`config.mk`:
```
export PLATFORM = sky130hd
export DESIGN_NAME = backplane_ctrl
export DESIGN_NICKNAME = d
export VERILOG_FILES = /design/src/source/backplane_pkg.sv /design/src/source/led_ctrl_if.sv /design/src/source/backplane_regs.sv /design/src/source/blink_timebase.sv /design/src/source/led_driver.sv /design/src/source/backplane_ctrl.sv
export SDC_FILE = /design/constraint.sdc
export NUM_CORES = 1
export LEC_CHECK = 0
export BUFFER_PORTS_ARGS = -buffer_cell sky130_fd_sc_hd__buf_2
export CAP_MARGIN = 30
export CELL_PAD_IN_SITES_DETAIL_PLACEMENT = 0
export CELL_PAD_IN_SITES_GLOBAL_PLACEMENT = 2
export CORE_UTILIZATION = 35
export DETAILED_ROUTE_END_ITERATION = 10
export GPL_ROUTABILITY_DRIVEN = 0
export GPL_TIMING_DRIVEN = 0
export HOLD_SLACK_MARGIN = 0.06
export PLACE_DENSITY_LB_ADDON = 0.25
export SETUP_SLACK_MARGIN = 0.5
export SYNTH_ARGS = -nofsm -noshare
export SYNTH_HDL_FRONTEND = slang
export SYNTH_SLANG_ARGS = --single-unit
export TNS_END_PERCENT = 5
```
`constraint.sdc`:
```
create_clock -name SYSCLK -period 1.4 [get_ports SYSCLK]
set_input_delay 0.07 -clock SYSCLK [delete_from_list [all_inputs] [get_ports SYSCLK]]
set_output_delay 0.07 -clock SYSCLK [all_outputs]
set_load 0.005 [all_outputs]
```
`src/source/backplane_pkg.sv`:
```
//**********************************************************
// Backplane controller package
// Bus and drive widths, register address map, reset values,
// LED mode encoding and blink half-periods
//**********************************************************
`default_nettype none

package backplane_pkg;

	localparam int NUM_DRIVES = 8;

	typedef logic [NUM_DRIVES-1:0]   drive_vec_t;
	typedef logic [7:0]              reg_addr_t;
	typedef logic [7:0]              reg_data_t;

	// Two bits per drive, drive n at bits 2n+1:2n
	typedef enum logic [1:0] {
		LED_OFF  = 2'b00,
		LED_ON   = 2'b01,
		LED_SLOW = 2'b10,
		LED_FAST = 2'b11
	} led_mode_t;

	typedef logic [2*NUM_DRIVES-1:0] led_mode_vec_t;

	//**********************************************************
	// Register map
	//**********************************************************
	localparam reg_addr_t ADDR_PRESENT   = 8'h00;
	localparam reg_addr_t ADDR_PG5       = 8'h01;
	localparam reg_addr_t ADDR_PG12      = 8'h02;
	localparam reg_addr_t ADDR_PWR_EN    = 8'h10;
	localparam reg_addr_t ADDR_HEALTH_LO = 8'h20;
	localparam reg_addr_t ADDR_HEALTH_HI = 8'h21;
	localparam reg_addr_t ADDR_FAULT_LO  = 8'h30;
	localparam reg_addr_t ADDR_FAULT_HI  = 8'h31;
	localparam reg_addr_t ADDR_VER_MAJ   = 8'hF0;
	localparam reg_addr_t ADDR_VER_MIN   = 8'hF1;

	// All drives powered off
	localparam drive_vec_t PWR_EN_RESET = 8'hFF;

	localparam reg_data_t VER_MAJ = 8'h01;
	localparam reg_data_t VER_MIN = 8'h03;

	// Half-periods in SYSCLK cycles
	localparam int FAST_HALF  = 4;
	localparam int SLOW_HALF  = 16;
	localparam int HEART_HALF = 64;
	localparam int TB_CNT_W   = $clog2(HEART_HALF);

endpackage

`default_nettype wire

```
`src/source/led_ctrl_if.sv`:
```
//**********************************************************
// LED control interface
// Mode vectors from the register block, blink phases
// from the timebase, both read by the LED driver
//**********************************************************
`timescale 1ns/10ps
`default_nettype none

interface led_ctrl_if
	import backplane_pkg::*;
();

	led_mode_vec_t health_mode;
	led_mode_vec_t fault_mode;
	logic          slow_phase;
	logic          fast_phase;

	modport regs     (output health_mode, output fault_mode);
	modport timebase (output slow_phase, output fast_phase);
	modport led      (input health_mode, input fault_mode,
	                  input slow_phase, input fast_phase);

endinterface

`default_nettype wire

```
`src/source/backplane_regs.sv`:
```
//**********************************************************
// Backplane register block
// Status input synchronizers, address decode, power enable
// and LED mode registers, registered read port
//**********************************************************
`timescale 1ns/10ps
`default_nettype none

module backplane_regs
	import backplane_pkg::*;
(
	input  wire             SYSCLK,
	input  wire             RESET_N,

	input  wire             wr_stb,
	input  wire             rd_stb,
	input  wire reg_addr_t  addr,
	input  wire reg_data_t  wdata,
	output reg_data_t       rdata,
	output logic            rdata_valid,

	input  wire drive_vec_t drive_present_n,
	input  wire drive_vec_t pg_5v,
	input  wire drive_vec_t pg_12v,
	output drive_vec_t      pwr_en_n,

	led_ctrl_if.regs        leds
);

	// Index 0 present, 1 is 5 V good, 2 is 12 V good
	drive_vec_t [2:0] sync_q1;
	drive_vec_t [2:0] sync_q2;

	led_mode_vec_t health_q;
	led_mode_vec_t fault_q;
	reg_data_t     rd_mux;

	//**********************************************************
	// Status synchronizers
	//**********************************************************
	always_ff @(posedge SYSCLK)
	begin
		sync_q1 <= {pg_12v, pg_5v, drive_present_n};
		sync_q2 <= sync_q1;
	end

	//**********************************************************
	// Writable registers
	//**********************************************************
	always_ff @(posedge SYSCLK or negedge RESET_N)
	begin
		if (!RESET_N)
		begin
			pwr_en_n <= PWR_EN_RESET;
			health_q <= {NUM_DRIVES{LED_OFF}};
			fault_q  <= {NUM_DRIVES{LED_OFF}};
		end
		else if (wr_stb)
		begin
			// Read-only and unmapped addresses fall through
			case (addr)
				ADDR_PWR_EN:    pwr_en_n       <= wdata;
				ADDR_HEALTH_LO: health_q[7:0]  <= wdata;
				ADDR_HEALTH_HI: health_q[15:8] <= wdata;
				ADDR_FAULT_LO:  fault_q[7:0]   <= wdata;
				ADDR_FAULT_HI:  fault_q[15:8]  <= wdata;
				default:        ;
			endcase
		end
	end

	assign leds.health_mode = health_q;
	assign leds.fault_mode  = fault_q;

	//**********************************************************
	// Read port
	//**********************************************************
	always_comb
	begin
		case (addr)
			ADDR_PRESENT:   rd_mux = sync_q2[0];
			ADDR_PG5:       rd_mux = sync_q2[1];
			ADDR_PG12:      rd_mux = sync_q2[2];
			ADDR_PWR_EN:    rd_mux = pwr_en_n;
			ADDR_HEALTH_LO: rd_mux = health_q[7:0];
			ADDR_HEALTH_HI: rd_mux = health_q[15:8];
			ADDR_FAULT_LO:  rd_mux = fault_q[7:0];
			ADDR_FAULT_HI:  rd_mux = fault_q[15:8];
			ADDR_VER_MAJ:   rd_mux = VER_MAJ;
			ADDR_VER_MIN:   rd_mux = VER_MIN;
			default:        rd_mux = '0;
		endcase
	end

	// Data captured with the strobe, valid one cycle later
	always_ff @(posedge SYSCLK)
	begin
		if (rd_stb)
			rdata <= rd_mux;
	end

	always_ff @(posedge SYSCLK or negedge RESET_N)
	begin
		if (!RESET_N)
			rdata_valid <= 1'b0;
		else
			rdata_valid <= rd_stb;
	end

endmodule

`default_nettype wire

```
`src/source/blink_timebase.sv`:
```
//**********************************************************
// Blink timebase
// Free-running dividers for fast phase, slow phase and
// the heartbeat output
//**********************************************************
`timescale 1ns/10ps
`default_nettype none

module blink_timebase
	import backplane_pkg::*;
(
	input  wire           SYSCLK,
	input  wire           RESET_N,
	led_ctrl_if.timebase  leds,
	output logic          heart
);

	// 0 fast, 1 slow, 2 heartbeat
	localparam int HALF [3] = '{FAST_HALF, SLOW_HALF, HEART_HALF};

	for (genvar i = 0; i < 3; i++)
	begin : g_div
		logic [TB_CNT_W-1:0] cnt;
		logic                phase;

		always_ff @(posedge SYSCLK or negedge RESET_N)
		begin
			if (!RESET_N)
			begin
				cnt   <= '0;
				phase <= 1'b0;
			end
			else if (cnt == TB_CNT_W'(HALF[i] - 1))
			begin
				// Wrap and flip the phase
				cnt   <= '0;
				phase <= ~phase;
			end
			else
				cnt <= cnt + 1'b1;
		end
	end

	assign leds.fast_phase = g_div[0].phase;
	assign leds.slow_phase = g_div[1].phase;
	assign heart           = g_div[2].phase;

endmodule

`default_nettype wire

```
`src/source/led_driver.sv`:
```
//**********************************************************
// LED driver
// Per-drive mode decode for health and fault banks,
// registered LED outputs
//**********************************************************
`timescale 1ns/10ps
`default_nettype none

module led_driver
	import backplane_pkg::*;
(
	input  wire        SYSCLK,
	input  wire        RESET_N,
	led_ctrl_if.led    leds,
	output drive_vec_t health_led,
	output drive_vec_t fault_led
);

	drive_vec_t health_d;
	drive_vec_t fault_d;

	function automatic logic mode_bit(input led_mode_t mode, input logic slow,
		input logic fast);
		logic bit_val;
		case (mode)
			LED_ON:   bit_val = 1'b1;
			LED_SLOW: bit_val = slow;
			LED_FAST: bit_val = fast;
			default:  bit_val = 1'b0;
		endcase
		return bit_val;
	endfunction

	always_comb
	begin
		for (int i = 0; i < NUM_DRIVES; i++)
		begin
			health_d[i] = mode_bit(led_mode_t'(leds.health_mode[2*i +: 2]),
				leds.slow_phase, leds.fast_phase);
			fault_d[i]  = mode_bit(led_mode_t'(leds.fault_mode[2*i +: 2]),
				leds.slow_phase, leds.fast_phase);
		end
	end

	// Output flops keep the pins glitch free
	always_ff @(posedge SYSCLK or negedge RESET_N)
	begin
		if (!RESET_N)
		begin
			health_led <= '0;
			fault_led  <= '0;
		end
		else
		begin
			health_led <= health_d;
			fault_led  <= fault_d;
		end
	end

endmodule

`default_nettype wire

```
`src/source/backplane_ctrl.sv`:
```
//**********************************************************
// Backplane management controller top level
// Register block, blink timebase and LED driver joined
// through the LED control interface
//**********************************************************
`timescale 1ns/10ps
`default_nettype none

module backplane_ctrl
	import backplane_pkg::*;
(
	input  wire             SYSCLK,
	input  wire             RESET_N,

	// Register bus
	input  wire             wr_stb,
	input  wire             rd_stb,
	input  wire reg_addr_t  addr,
	input  wire reg_data_t  wdata,
	output wire reg_data_t  rdata,
	output wire             rdata_valid,

	// Board status and control
	input  wire drive_vec_t drive_present_n,
	input  wire drive_vec_t pg_5v,
	input  wire drive_vec_t pg_12v,
	output wire drive_vec_t pwr_en_n,
	output wire drive_vec_t health_led,
	output wire drive_vec_t fault_led,
	output wire             heart
);

	led_ctrl_if i_leds ();

	backplane_regs i_regs (
		.SYSCLK          (SYSCLK),
		.RESET_N         (RESET_N),
		.wr_stb          (wr_stb),
		.rd_stb          (rd_stb),
		.addr            (addr),
		.wdata           (wdata),
		.rdata           (rdata),
		.rdata_valid     (rdata_valid),
		.drive_present_n (drive_present_n),
		.pg_5v           (pg_5v),
		.pg_12v          (pg_12v),
		.pwr_en_n        (pwr_en_n),
		.leds            (i_leds.regs)
	);

	blink_timebase i_timebase (
		.SYSCLK          (SYSCLK),
		.RESET_N         (RESET_N),
		.leds            (i_leds.timebase),
		.heart           (heart)
	);

	led_driver i_led_driver (
		.SYSCLK          (SYSCLK),
		.RESET_N         (RESET_N),
		.leds            (i_leds.led),
		.health_led      (health_led),
		.fault_led       (fault_led)
	);

endmodule

`default_nettype wire

```
==> results of run 1 <==
-- kinds of logic after synthesis --
group           after synthesis  synth area share [%]
compound gates               64                  8.63
mux                          58                  13.5
simple gates                 71                  8.66
buf+inv                      12                  1.28
xor+xnor                     12                  2.16
fa+ha+maj                     3                 0.771
flops                       134                  65.0
-- critical path: stages (launching register included) --
cell and delay [ns]:
dfrtp_1 0.38, mux4_2 0.49, o2bb2ai_2 0.14, a221o_1 0.30
-- layer usage --
layer / track usage, % / wire length, um / up-vias
li1: - / - / 1590
met1: 24.0 / 5680 / 1670
met2: 27.8 / 5880 / 67
met3: 5.56 / 488 / 14
met4: 6.33 / 149 / 0
met5: 0 / 0 / -
-- synthesized netlist by cell type (4+ instances only) --
cell and instances:
a21oi_1 19, a22o_1 4, a31oi_1 17, dfrtp_1 70
dfstp_2 8, dfxtp_1 48, edfxtp_1 8, mux2_2 43
mux2i_1 13, nand2_1 13, nand3_1 10, nor2_1 12
nor2b_1 4, nor3_1 6, nor4_1 5, o21ai_0 6
o2bb2ai_1 4, xnor2_1 5, xor2_1 7
-- what timing repair did --
| item | CTS | global route |
|---|---|---|
| endpoints found under the setup margin | 113 | 116 |
| cloned | 1 | 0 |
| hold buffers | 34 | 0 |
| pin swaps | 36 | 47 |
| setup buffers | 4 | 6 |
| endpoints found under the hold margin | 145 | 0 |
| gates resized for setup | 81 | 42 |
-- registers in the layout, indices dropped and copies added (netlist names) --
register,cells
i_timebase.g_div.cnt,18
i_timebase.leds.slow_phase,1
i_regs.sync_q2,24
i_regs.rdata_valid,1
i_regs.rdata,8
i_led_driver.fault_led,8
i_led_driver.health_led,8
i_regs.leds.health_mode,16
i_regs.sync_q1,24
i_timebase.leds.fast_phase,1
i_regs.leds.fault_mode,16
i_regs.pwr_en_n,8
i_timebase.heart,1
-- area by class of cell --
| class | count | area, um2 | area share (%) |
|---|---|---|---|
| multi-input combinational | 208 | 2100 | 29.7 |
| clock buffer | 17 | 425 | 6.01 |
| tap | 176 | 220 | 3.11 |
| inverter | 2 | 12.5 | 0.177 |
| clock inverter | 15 | 161 | 2.28 |
| buffer | 10 | 101 | 1.43 |
| timing repair buffer | 121 | 880 | 12.4 |
| sequential | 134 | 3170 | 44.8 |
-- path summary, 6_finish.rpt --
check / endpoint / start / depth (start not counted)
setup / recovery: i_regs.rdata[0]$_DFFE_PP_ / i_regs.leds.health_mode[8]$_DFFE_PN0P_ / 3
hold / removal: i_regs.rdata[7]$_DFFE_PP_ / addr[3] / 4
setup reg to reg: i_regs.rdata[0]$_DFFE_PP_ / i_regs.leds.health_mode[8]$_DFFE_PN0P_ / 3
hold reg to reg: i_regs.sync_q2[17]$_DFF_P_ / i_regs.sync_q1[17]$_DFF_P_ / 0
max in group asynchronous: i_regs.pwr_en_n[0]$_DFFE_PN1P_ / RESET_N / 3
min in group asynchronous: i_timebase.g_div[2].cnt[2]$_DFF_PN0_ / RESET_N / 2
-- where the power goes --
group          leakage [nW]  internal [mW]  switching [mW]  total (mW)
clock                 0.281           2.77            1.67        4.44
sequential             1.50           4.08          0.0996        4.17
combinational          1.43          0.344           0.298       0.642
-- placed cells by master, fill, tap and decap left out, types with 12 or more instances in the layout --
master         instances
buf_2                 73
mux2_4                16
clkbuf_16             19
mux2i_1               12
a21oi_2               15
dlygate4sd3_1         34
a31oi_1               12
mux2_2                27
dfxtp_1               48
dfrtp_1               63
==> PnR_summary.wiki, run 1 <==
{| class="wikitable"
! Metric !! Value
|-
| Leading post-synthesis cells by cell area || dfrtp_1 36%, dfxtp_1 20%, mux2_2 9.9%, edfxtp_1 4.9%, dfstp_2 4.3%
|-
| Synthesized netlist cell count || around 350
|-
| PwrDens || ~1300 mW/mm2
|-
| Vias in the first global route || around 3400
|-
| Worst setup timing slack at the placement stage || -0.452 ns
|-
| Outcome || finished, violations left
|-
| Clock tree from TritonCTS || built
|-
| Number of enable-type register cells in the synthesized netlist || 8
|-
| Total negative slack || -0.155 ns
|-
| Clock period minus worst slack || between 1.5 and 2 ns
|-
| Cell type with the highest aggregate area in the netlist || dfrtp_1
|-
| Total congestion overflow after global routing || 0
|-
| Detailed-router iteration count before antenna repair || 4
|-
| Global-route wire length before repair || between 15000 and 20000 um
|-
| Summed instance area of the synthesized netlist || a little under 0.005 mm2
|-
| Quantity of I/O buffers inserted on ports || 75
|-
| Max-cap violations || 0
|-
| Antenna fix cells || 0
|-
| Total non-filler cell area in the finished layout || ~0.0071 mm2
|-
| Final routed DRC violation total || 0
|-
| Count of endpoints failing hold in the final timing report || 0
|-
| Static leakage || ~3.2 nW
|-
| Chip height || approximately 120 um
|-
| CP Data Arrival Time || between 1.5 and 2 ns
|-
| Number of pins with negative max-slew slack in the final report || 0
|-
| Max Root-Sink Buffers || 2
|-
| Tcrit/Tclk final || 111%
|-
| Transition time at the pin with the least slew margin || around 0.63 ns
|-
| Setup WS post-layout || -0.155 ns
|-
| Per-cell via count in the routed design || ~5
|-
| Global Route Usage Sum || 18.1%
|-
| Boundary Pins || 78
|-
| Final design utilization || between 50% and 60%
|-
| Proportion of layout cells with a drive suffix above 1 || approximately 50%
|-
| Element type at the critical path end || flip-flop
|-
| Data required, critical path || 1.57 ns
|-
| Synthesis-stage register bit count || between 100 and 150
|-
| Most used flip-flop cell after synthesis || dfrtp_1
|-
| DRC violation total after the first TritonRoute iteration || around 140
|-
| Estimated wirelength of the detail-placed design || slightly below 8000 um
|-
| Setup repair after global routing missed its margin || true
|-
| Filler Cells Inserted || 1195
|-
| Synthesized netlist net count || between 400 and 500
|-
| Violated checks || setup timing
|-
| Number of buffers inserted during clock tree synthesis || 17
|-
| Worst VDD drop || around 0.93 mV
|-
| Fin Clk Skew || between 0.006 and 0.007 ns
|-
| Antenna violations before repair || 0
|-
| Critical path class || reg -> reg
|-
| Worst rel slew slack || 57.3%
|-
| Wirelength, routed || 12200 um
|-
| Via count || around 3300
|-
| Final ANT Viol Nets || 0
|-
| Die Footprint || 0.0144 mm2
|-
| Post-DP Area || 0.00553 mm2
|-
| Final number of setup-violating endpoints || 1
|-
| Standard-cell rows || between 40 and 50
|-
| Highest attainable clock frequency || 643 MHz
|-
| Hold Worst Slack || about 0.089 ns
|-
| Routed length per placed instance || roughly 18 um
|-
| Placed Cells || 606
|-
| Per-instance average area after synthesis || approximately 14 um2
|-
| Area added between synthesis and finish || 45.3%
|-
| Share of async-settable or async-resettable flops after synthesis || approximately three fifths
|-
| Clock tree root buffer cell || clkbuf_16
|-
| R2r setup slk || -0.16 ns
|-
| Die width || between 100 and 150 um
|-
| Total of warnings raised by yosys || 0
|-
| Initial core utilization || 36.3%
|-
| Top-area cell type share of the netlist area || a little over a third
|-
| Class of the worst hold path || in -> reg
|-
| Max Fanout on Critical Path || 2
|-
| Number of non-filler instances in the completed layout || approximately 700
|-
| Sequential area share after synthesis || between 60% and 70%
|-
| Worst setup SP type || flip-flop
|-
| Total power || 9.25 mW
|-
| Clock transition at path regs || around 0.060 ns
|-
| Post-synth cell types || 54
|-
| Clock latency on the worst-skew pair || ~0.42 ns
|-
| H-tree lvl count || 4
|-
| Placeable core region || approximately 0.013 mm2
|-
| Clock net sink count || around 130
|-
| Maximum number of pins on one net before global-route repair || 48
|-
| Number of nets in the final layout || 541
|}
Note: power is estimated with default switching activity, not from simulation.
==> inputs of run 2 (changes only) <==
CORE_UTILIZATION = 38   (was 35)
clock period = 1.75 ns   (was 1.4 ns; I/O delays follow)
==> run 2 against run 1 <==
Against the previous run: the run now ends clean; critical path depth did not move; die area fell by 7.8%; cell count down 2.3%; register-to-register slack better by 0.33 ns; global-route usage grew 0.48 points; clock-buffer cell count up 1; critical endpoint unchanged; highest routed layer unchanged.
==> PnR_summary.wiki, run 2 (same netlist as run 1, synthesis figures left out) <==
{| class="wikitable"
! Metric !! Value
|-
| Filler Cells Inserted || 1054 (-12%)
|-
| Die Footprint || 0.0133 mm2 (-7.8%)
|-
| Worst rel slew slack || 59.5% (+2.2 points)
|-
| Estimated wirelength of the detail-placed design || 7630 um (-2.1%)
|-
| Setup repair after global routing missed its margin || true
|-
| Maximum number of pins on one net before global-route repair || 56 (+17%)
|-
| Vias in the first global route || 3340 (-2.9%)
|-
| Quantity of I/O buffers inserted on ports || 75 (unchanged)
|-
| Highest attainable clock frequency || 635 MHz (-1.3%)
|-
| Sequential Area || 0.00316 mm2 (-0.28%)
|-
| Antenna violations before repair || 0 (unchanged)
|-
| Standard-cell rows || 40 (-4.8%)
|-
| Clock period minus worst slack || 1.58 ns (+0.0209 ns)
|-
| Portion of total power attributed to the clock network || 49.4% (+1.5 points)
|-
| Max-cap violations || 0 (unchanged)
|-
| Max Root-Sink Buffers || 2 (unchanged)
|-
| Routed length per placed instance || 16.7 um (-6.6%)
|-
| CP Data Arrival Time || 1.74 ns (about the same)
|-
| Most frequent standard cell in the layout excluding fill and tap cells || buf_2
|-
| Setup WS post-layout || 0.174 ns (+0.329 ns)
|-
| Placeable core region || 0.0123 mm2 (-8.5%)
|-
| Boundary Pins || 78 (unchanged)
|-
| H-tree lvl count || 4 (unchanged)
|-
| Detailed-router iteration count before antenna repair || 4 (unchanged)
|-
| Outcome || finished, final reports clean
|-
| Number of pins with negative max-slew slack in the final report || 0 (unchanged)
|-
| Initial core utilization || 39.7% (+3.4 points)
|-
| Class of the worst hold path || in -> async
|-
| Post-DP Area || 0.00552 mm2 (-0.18%)
|-
| Top Registers || i_regs.sync_q1 x24, i_regs.sync_q2 x24, i_timebase.g_div.cnt x18
|-
| Tcrit/Tclk final || 90.1% (-21 points)
|-
| Per-cell via count in the routed design || 4.86 (-0.60%)
|-
| Max Fanout on Critical Path || 2 (unchanged)
|-
| Final routed DRC violation total || 0 (unchanged)
|-
| Internal power summed over all cells || 5.81 mW (-19%)
|-
| Proportion of layout cells with a drive suffix above 1 || 37.9% (-13 points)
|-
| Met3 Usage GRT || 6.27% (+0.71 points)
|-
| Clock net sink count || 134 (unchanged)
|-
| Wirelength, routed || 11100 um (-8.7%)
|-
| Flop pwr share || 44.5% (-0.6 points)
|-
| Clock tree from TritonCTS || built
|-
| Clock latency on the worst-skew pair || 0.41 ns (about the same)
|-
| Commonest cells after routing, fill and taps aside || 77 x buf_2, 70 x dfrtp_1, 48 x dfxtp_1, 43 x mux2_2, 34 x dlygate4sd3_1
|-
| Number of non-filler instances in the completed layout || 667 (-2.3%)
|-
| Combinational cell fraction of total power || 6.1% (-0.8 points)
|-
| Switching power of the nets || 1.66 mW (-20%)
|-
| Element type at the critical path end || flip-flop
|-
| Global-route wire length before repair || 17600 um (-6.7%)
|-
| Worst setup timing slack at the placement stage || -0.0707 ns (+0.381 ns)
|-
| Chip height || 115 um (-4.0%)
|-
| Static leakage || 3.04 nW (-5.1%)
|-
| Area used by multi-input combinational logic || 0.00169 mm2 (-20%)
|-
| PwrDens || 1140 mW/mm2 (-13%)
|-
| Number of nets in the final layout || 533 (-1.5%)
|-
| Fin Clk Skew || 0.00578 ns (-0.00107 ns)
|-
| Share of total power consumed by net switching || 22.2% (-0.14 points)
|-
| Total congestion overflow after global routing || 0 (unchanged)
|-
| Final number of setup-violating endpoints || 0 (-1)
|-
| Worst VDD drop || 1.10 mV (+18%)
|-
| Number of buffers inserted during clock tree synthesis || 17 (unchanged)
|-
| Critical path class || reg -> reg
|-
| Global Route Usage Sum || 18.6% (+0.48 points)
|-
| Transition time at the pin with the least slew margin || 0.607 ns (-0.0253 ns)
|-
| Data required, critical path || 1.91 ns (+0.34 ns)
|-
| Total non-filler cell area in the finished layout || 0.00654 mm2 (-7.6%)
|-
| Antenna fix cells || 0 (unchanged)
|-
| Area added between synthesis and finish || 34.2%
|-
| Worst setup SP type || flip-flop
|-
| Clock tree root buffer cell || clkbuf_16
|-
| Most heavily used metal layer in global routing || met2
|-
| Met2 Resource Use GR || 28.0% (+0.15 points)
|-
| Met1 track utilization from global routing || 25.5% (+1.5 points)
|-
| DRC violation total after the first TritonRoute iteration || 184 (+32%)
|-
| Placed Cells || 598 (-1.3%)
|-
| Final ANT Viol Nets || 0 (unchanged)
|-
| Clock transition at path regs || 0.06 ns (about the same)
|-
| Count of endpoints failing hold in the final timing report || 0 (unchanged)
|-
| Die width || 115 um (-4.0%)
|-
| Via count || 3243 (-2.9%)
|-
| Total negative slack || 0 ns (+0.155 ns)
|}
run 2: layout make-up:
cell class	instances	area share, %
flip-flops and latches	134	48.4
multi-input cells	208	25.8
repair buffers	113	11.8
clock buffers	18	6.72
well taps	168	3.22
clock inverters	14	2.89
plain buffers	10	1.09
inverters	2	0.115
run 2: metal layers:
metal  vias to the layer above  share of wire, %
met1                      1575                47
met4                         0              0.76
li1                       1581                 -
met5                         -                 0
met3                         7               5.9
met2                        80                46
run 2: repair_timing:
item / CTS / global route
hold buffers: 34 / 0
hold endpoints to repair: 146 / 0
pin swaps: 0 / 1
gates resized for setup: 6 / 3
buffers inserted: 2 / 1
endpoints found under the setup margin: 48 / 62
run 2: metrics by stage:
step / hold WS [ns] / power (mW) / utilization (%)
5_1_grt: 0.136 / 7.79 / 53.3
3_5_place_dp: 0.0191 / 3.78 / 45.0
3_3_place_gp: 0.190 / 3.77 / 44.7
2_1_floorplan: -0.208 / 3.55 / -
6_report: 0.122 / 7.47 / 53.3
4_1_cts: 0.122 / 7.56 / 53.2
run 2: path summary, 6_finish.rpt:
| path | start | to | slack [ns] | cells after the start |
|---|---|---|---|---|
| max in group asynchronous | RESET_N | i_regs.pwr_en_n[3]$_DFFE_PN1P_ | 0.99 | 3 |
| min in group SYSCLK | addr[2] | i_regs.rdata[7]$_DFFE_PP_ | 0.19 | 4 |
| min reg2reg | i_regs.sync_q1[12]$_DFF_P_ | i_regs.sync_q2[12]$_DFF_P_ | 0.32 | 0 |
| max | i_regs.leds.health_mode[8]$_DFFE_PN0P_ | i_regs.rdata[0]$_DFFE_PP_ | 0.17 | 3 |
| max reg2reg | i_regs.leds.health_mode[8]$_DFFE_PN0P_ | i_regs.rdata[0]$_DFFE_PP_ | 0.17 | 3 |
| min | RESET_N | i_timebase.g_div[0].cnt[5]$_DFF_PN0_ | 0.12 | 2 |
run 2: critical path: stages, from the launching register on:
cell and delay (ns):
dfrtp_1 0.37, mux4_2 0.50, o2bb2ai_2 0.15, a221o_1 0.30
run 2: power groups by stage:
| stage | Combinational, mW | Clock [mW] | Sequential [mW] |
|---|---|---|---|
| after global routing | 0.504 | 3.94 | 3.34 |
| after floorplan | 0.171 | 0 | 3.38 |
| final | 0.456 | 3.69 | 3.33 |
| after CTS | 0.459 | 3.77 | 3.33 |
| after detailed placement | 0.394 | 0 | 3.39 |
| after global placement | 0.383 | 0 | 3.38 |
==> inputs of run 3 (changes only) <==
ABC_AREA = 1   (was default)
CORE_MARGIN = 5   (was default)
CORE_UTILIZATION = 36   (was 38)
==> run 3 against run 2 <==
Against the previous run: power decreased by 1.7%; hold slack got worse by 0.046 ns; register-to-register slack improved by 0.34 ns; synthesized area increased by 4.8%; clock-buffer cell count increased by 3; synthesized cell count increased by 41%; routed wire length increased by 17%; non-clock buffer count decreased by 1; global-route usage decreased by 1.9 points; combinational power decreased by 6.8%; critical path type unchanged; largest power group unchanged.
==> PnR_summary.wiki, run 3 <==
{| class="wikitable"
! Metric !! Value
|-
| Outcome || finished, final reports clean
|-
| Sequential area share after synthesis || 62.0% (-3.0 points)
|-
| Worst rel slew slack || 53.3% (-6.1 points)
|-
| Fin Clk Skew || 0.00600 ns (+0.000222 ns)
|-
| Total congestion overflow after global routing || 0 (unchanged)
|-
| Static leakage || 3.24 nW (+6.5%)
|-
| Number of pins with negative max-slew slack in the final report || 0 (unchanged)
|-
| Mux cell area share after synthesis || 0% (-14 points)
|-
| Transition time at the pin with the least slew margin || 0.697 ns (+0.0906 ns)
|-
| Data required, critical path || 2.07 ns (+0.16 ns)
|-
| Worst Hold Launch || wdata[1]
|-
| Synthesis-stage register bit count || 134 (unchanged)
|-
| Endpoint of the lowest-slack register-to-register path || i_led_driver.health_led[3]$_DFF_PN0_
|-
| Simple-gate share of the synthesized area || 20.0% (+11 points)
|-
| Final number of setup-violating endpoints || 0 (unchanged)
|-
| Antenna fix cells || 0 (unchanged)
|-
| Final routed DRC violation total || 0 (unchanged)
|-
| Element type at the critical path end || flip-flop
|-
| Wirelength, routed || 13100 um (+17%)
|-
| R2r setup slk || 0.52 ns (+0.34 ns)
|-
| Clock net sink count || 134 (unchanged)
|-
| Reg-to-Reg Start || i_timebase.leds.slow_phase$_DFFE_PN0N_
|-
| Chip height || 129 um (+12%)
|-
| Synthesized netlist cell count || 498 (+41%)
|-
| Share of async-settable or async-resettable flops after synthesis || 58.2% (unchanged)
|-
| Estimated wirelength of the detail-placed design || 9180 um (+20%)
|-
| Detailed-router iteration count before antenna repair || 4 (unchanged)
|-
| Dominant combinational cell family by area after synthesis || simple AND/OR/NAND/NOR gates
|-
| Leading post-synthesis cells by cell area || dfrtp_1 34%, dfxtp_1 19%, nand2_1 6.8%, nand3_1 5.4%, edfxtp_1 4.7%
|-
| Number of buffers inserted during clock tree synthesis || 17 (unchanged)
|-
| Cell type with the highest aggregate area in the netlist || dfrtp_1
|-
| Setup repair after global routing missed its margin || true
|-
| Per-instance average area after synthesis || 10.2 um2 (-26%)
|-
| Via count || 3840 (+18%)
|-
| Adder-Cell Fraction of Synth Area || 0.735% (-0.035 points)
|-
| Clock latency on the worst-skew pair || 0.42 ns (about the same)
|-
| Clock tree root buffer cell || clkbuf_16
|-
| Met3 Usage GRT || 3.75% (-2.5 points)
|-
| Total power || 7.34 mW (-1.7%)
|-
| Critical path class || reg -> reg
|-
| Count of endpoints failing hold in the final timing report || 0 (unchanged)
|-
| Worst VDD drop || 0.812 mV (-26%)
|-
| Depth of the most critical reg-to-reg path || 4 (+1)
|-
| Global-route wire length before repair || 20600 um (+17%)
|-
| Highest attainable clock frequency || 810 MHz (+28%)
|-
| Standard-cell rows || 43 (+7.5%)
|-
| Class of the worst hold path || in -> reg
|-
| Boundary Pins || 78 (unchanged)
|-
| Clock period minus worst slack || 1.23 ns (-0.342 ns)
|-
| Die width || 129 um (+12%)
|-
| Clock tree from TritonCTS || built
|-
| DRC violation total after the first TritonRoute iteration || 164 (-11%)
|-
| Met1 track utilization from global routing || 22.1% (-3.4 points)
|-
| Most frequent standard cell in the layout excluding fill and tap cells || nand2_1
|-
| Worst setup SP type || flip-flop
|-
| Number of nets in the final layout || 674 (+26%)
|-
| Number of enable-type register cells in the synthesized netlist || 8 (unchanged)
|-
| Clock transition at path regs || 0.06 ns (about the same)
|-
| Total negative slack || 0 ns (unchanged)
|-
| Top-area cell type share of the netlist area || 34.3% (-1.6 points)
|-
| Most common cell in the synthesized netlist || nand2_1
|-
| Most used flip-flop cell after synthesis || dfrtp_1
|-
| H-tree lvl count || 4 (unchanged)
|-
| CP Data Arrival Time || 1.55 ns (-0.19 ns)
|-
| Synthesized netlist net count || 545 (+36%)
|-
| Commonest cells after routing, fill and taps aside || 90 x nand2_1, 77 x buf_2, 70 x dfrtp_1, 55 x nand3_1, 48 x dfxtp_1
|-
| Global Route Usage Sum || 16.6% (-1.9 points)
|-
| Initial core utilization || 36.8% (-2.9 points)
|-
| Met2 Resource Use GR || 26.5% (-1.5 points)
|-
| Routed length per placed instance || 15.9 um (-4.5%)
|-
| Max-cap violations || 0 (unchanged)
|-
| Antenna violations before repair || 0 (unchanged)
|-
| Max Fanout on Critical Path || 10 (+8)
|-
| Quantity of I/O buffers inserted on ports || 77 (+2.7%)
|-
| Post-synth cell types || 34 (-37%)
|-
| Fraction of the mapped netlist area in compound gates || 9.73% (+1.1 points)
|-
| Top Registers || i_regs.sync_q1 x24, i_regs.sync_q2 x24, i_timebase.g_div.cnt x18
|-
| Summed instance area of the synthesized netlist || 0.00510 mm2 (+4.8%)
|-
| Most heavily used metal layer in global routing || met2
|-
| Die Footprint || 0.0167 mm2 (+26%)
|-
| Proportion of layout cells with a drive suffix above 1 || 29.1% (-8.8 points)
|-
| Placeable core region || 0.0139 mm2 (+13%)
|-
| Per-cell via count in the routed design || 4.68 (-3.7%)
|-
| Maximum number of pins on one net before global-route repair || 56 (unchanged)
|-
| Vias in the first global route || 3808 (+14%)
|-
| Final ANT Viol Nets || 0 (unchanged)
|-
| Max Root-Sink Buffers || 2 (unchanged)
|-
| Post-Synth XOR/XNOR Area || 1.89% (-0.27 points)
|-
| PwrDens || 1090 mW/mm2 (-4.2%)
|-
| Tcrit/Tclk final || 70.5% (-20 points)
|-
| Total of warnings raised by yosys || 0 (unchanged)
|-
| Area added between synthesis and finish || 31.4%
|-
| Endpoint with the worst hold slack || i_regs.leds.fault_mode[1]$_DFFE_PN0P_
|-
| Cell count of the worst hold path || 3
|-
| Leading cell types by count after synthesis || 92 x nand2_1, 70 x dfrtp_1, 55 x nand3_1, 48 x dfxtp_1, 44 x inv_1
|}
run 3: layout make-up:
type / count / area (um2)
buffer: 12 / 108
timing repair buffer: 110 / 733
inverter: 50 / 191
clock buffer: 21 / 493
fill: 1312 / 7180
clock inverter: 11 / 113
tap: 180 / 225
sequential: 134 / 3160
multi-input combinational: 302 / 1680
run 3: timing repair:
item,4_1_cts,5_1_grt
hold endpoints to repair,113,0
pin swaps,0,6
hold buffers,31,0
setup endpoints to repair,18,18
buffers inserted,0,1
resized for setup,4,9
run 3: worst max-delay path by stage:
| stage | start | to | slack [ns] | cells past startpoint |
|---|---|---|---|---|
| after floorplan | i_timebase.g_div[2].cnt[0]$_DFF_PN0_ | i_timebase.heart$_DFFE_PN0N_ | 0.54 | 6 |
| after global placement | RESET_N | i_regs.rdata_valid$_DFF_PN0_ | -0.05 | 1 |
| after detailed placement | i_timebase.leds.slow_phase$_DFFE_PN0N_ | i_led_driver.health_led[3]$_DFF_PN0_ | 0.23 | 4 |
| after CTS | i_timebase.g_div[2].cnt[0]$_DFF_PN0_ | i_timebase.heart$_DFFE_PN0N_ | 0.41 | 6 |
| after global routing | i_timebase.g_div[2].cnt[1]$_DFF_PN0_ | i_timebase.heart$_DFFE_PN0N_ | 0.44 | 6 |
| final | i_timebase.leds.slow_phase$_DFFE_PN0N_ | i_led_driver.health_led[3]$_DFF_PN0_ | 0.52 | 4 |
run 3: critical path, cell delays in order, from the launching register on:
cell      delay (ns)
dfrtp_1         0.32
clkbuf_2        0.25
buf_4           0.26
a21oi_1         0.08
a31oi_1         0.22
run 3: logic make-up after synthesis:
family                   after synthesis
AO/OA/AOI/OAI                         77
adder cells (fa/ha/maj)                3
XOR/XNOR                              11
flip-flops                           134
buffers and inverters                 62
AND/OR/NAND/NOR                      211
run 3: per-layer routing:
metal  vias to the layer above  wire (um)
li1                       1891          -
met1                      1851       6000
met2                        85       6280
met3                        13        593
met4                         0        196
met5                         -          0
run 3: per-stage QoR:
stage / util [%] / hold slack (ns) / cells / area, um2 / setup slack, ns
after floorplan: - / -0.208 / 498 / 5100 / 0.538
after global placement: 41.2 / 0.190 / 755 / 5710 / -0.0519
after global routing: 48.3 / 0.0977 / 820 / 6700 / 0.445
after CTS: 48.1 / 0.0861 / 819 / 6670 / 0.410
after detailed placement: 41.4 / 0.0185 / 756 / 5740 / 0.227
final: 48.3 / 0.0755 / 820 / 6700 / 0.516
run 3: report_power, final:
group / switching, mW / internal, mW / total (mW)
Combinational: 0.227 / 0.198 / 0.425
Sequential: 0.0814 / 3.27 / 3.35
Clock: 1.38 / 2.18 / 3.56
Total: 1.69 / 5.65 / 7.34
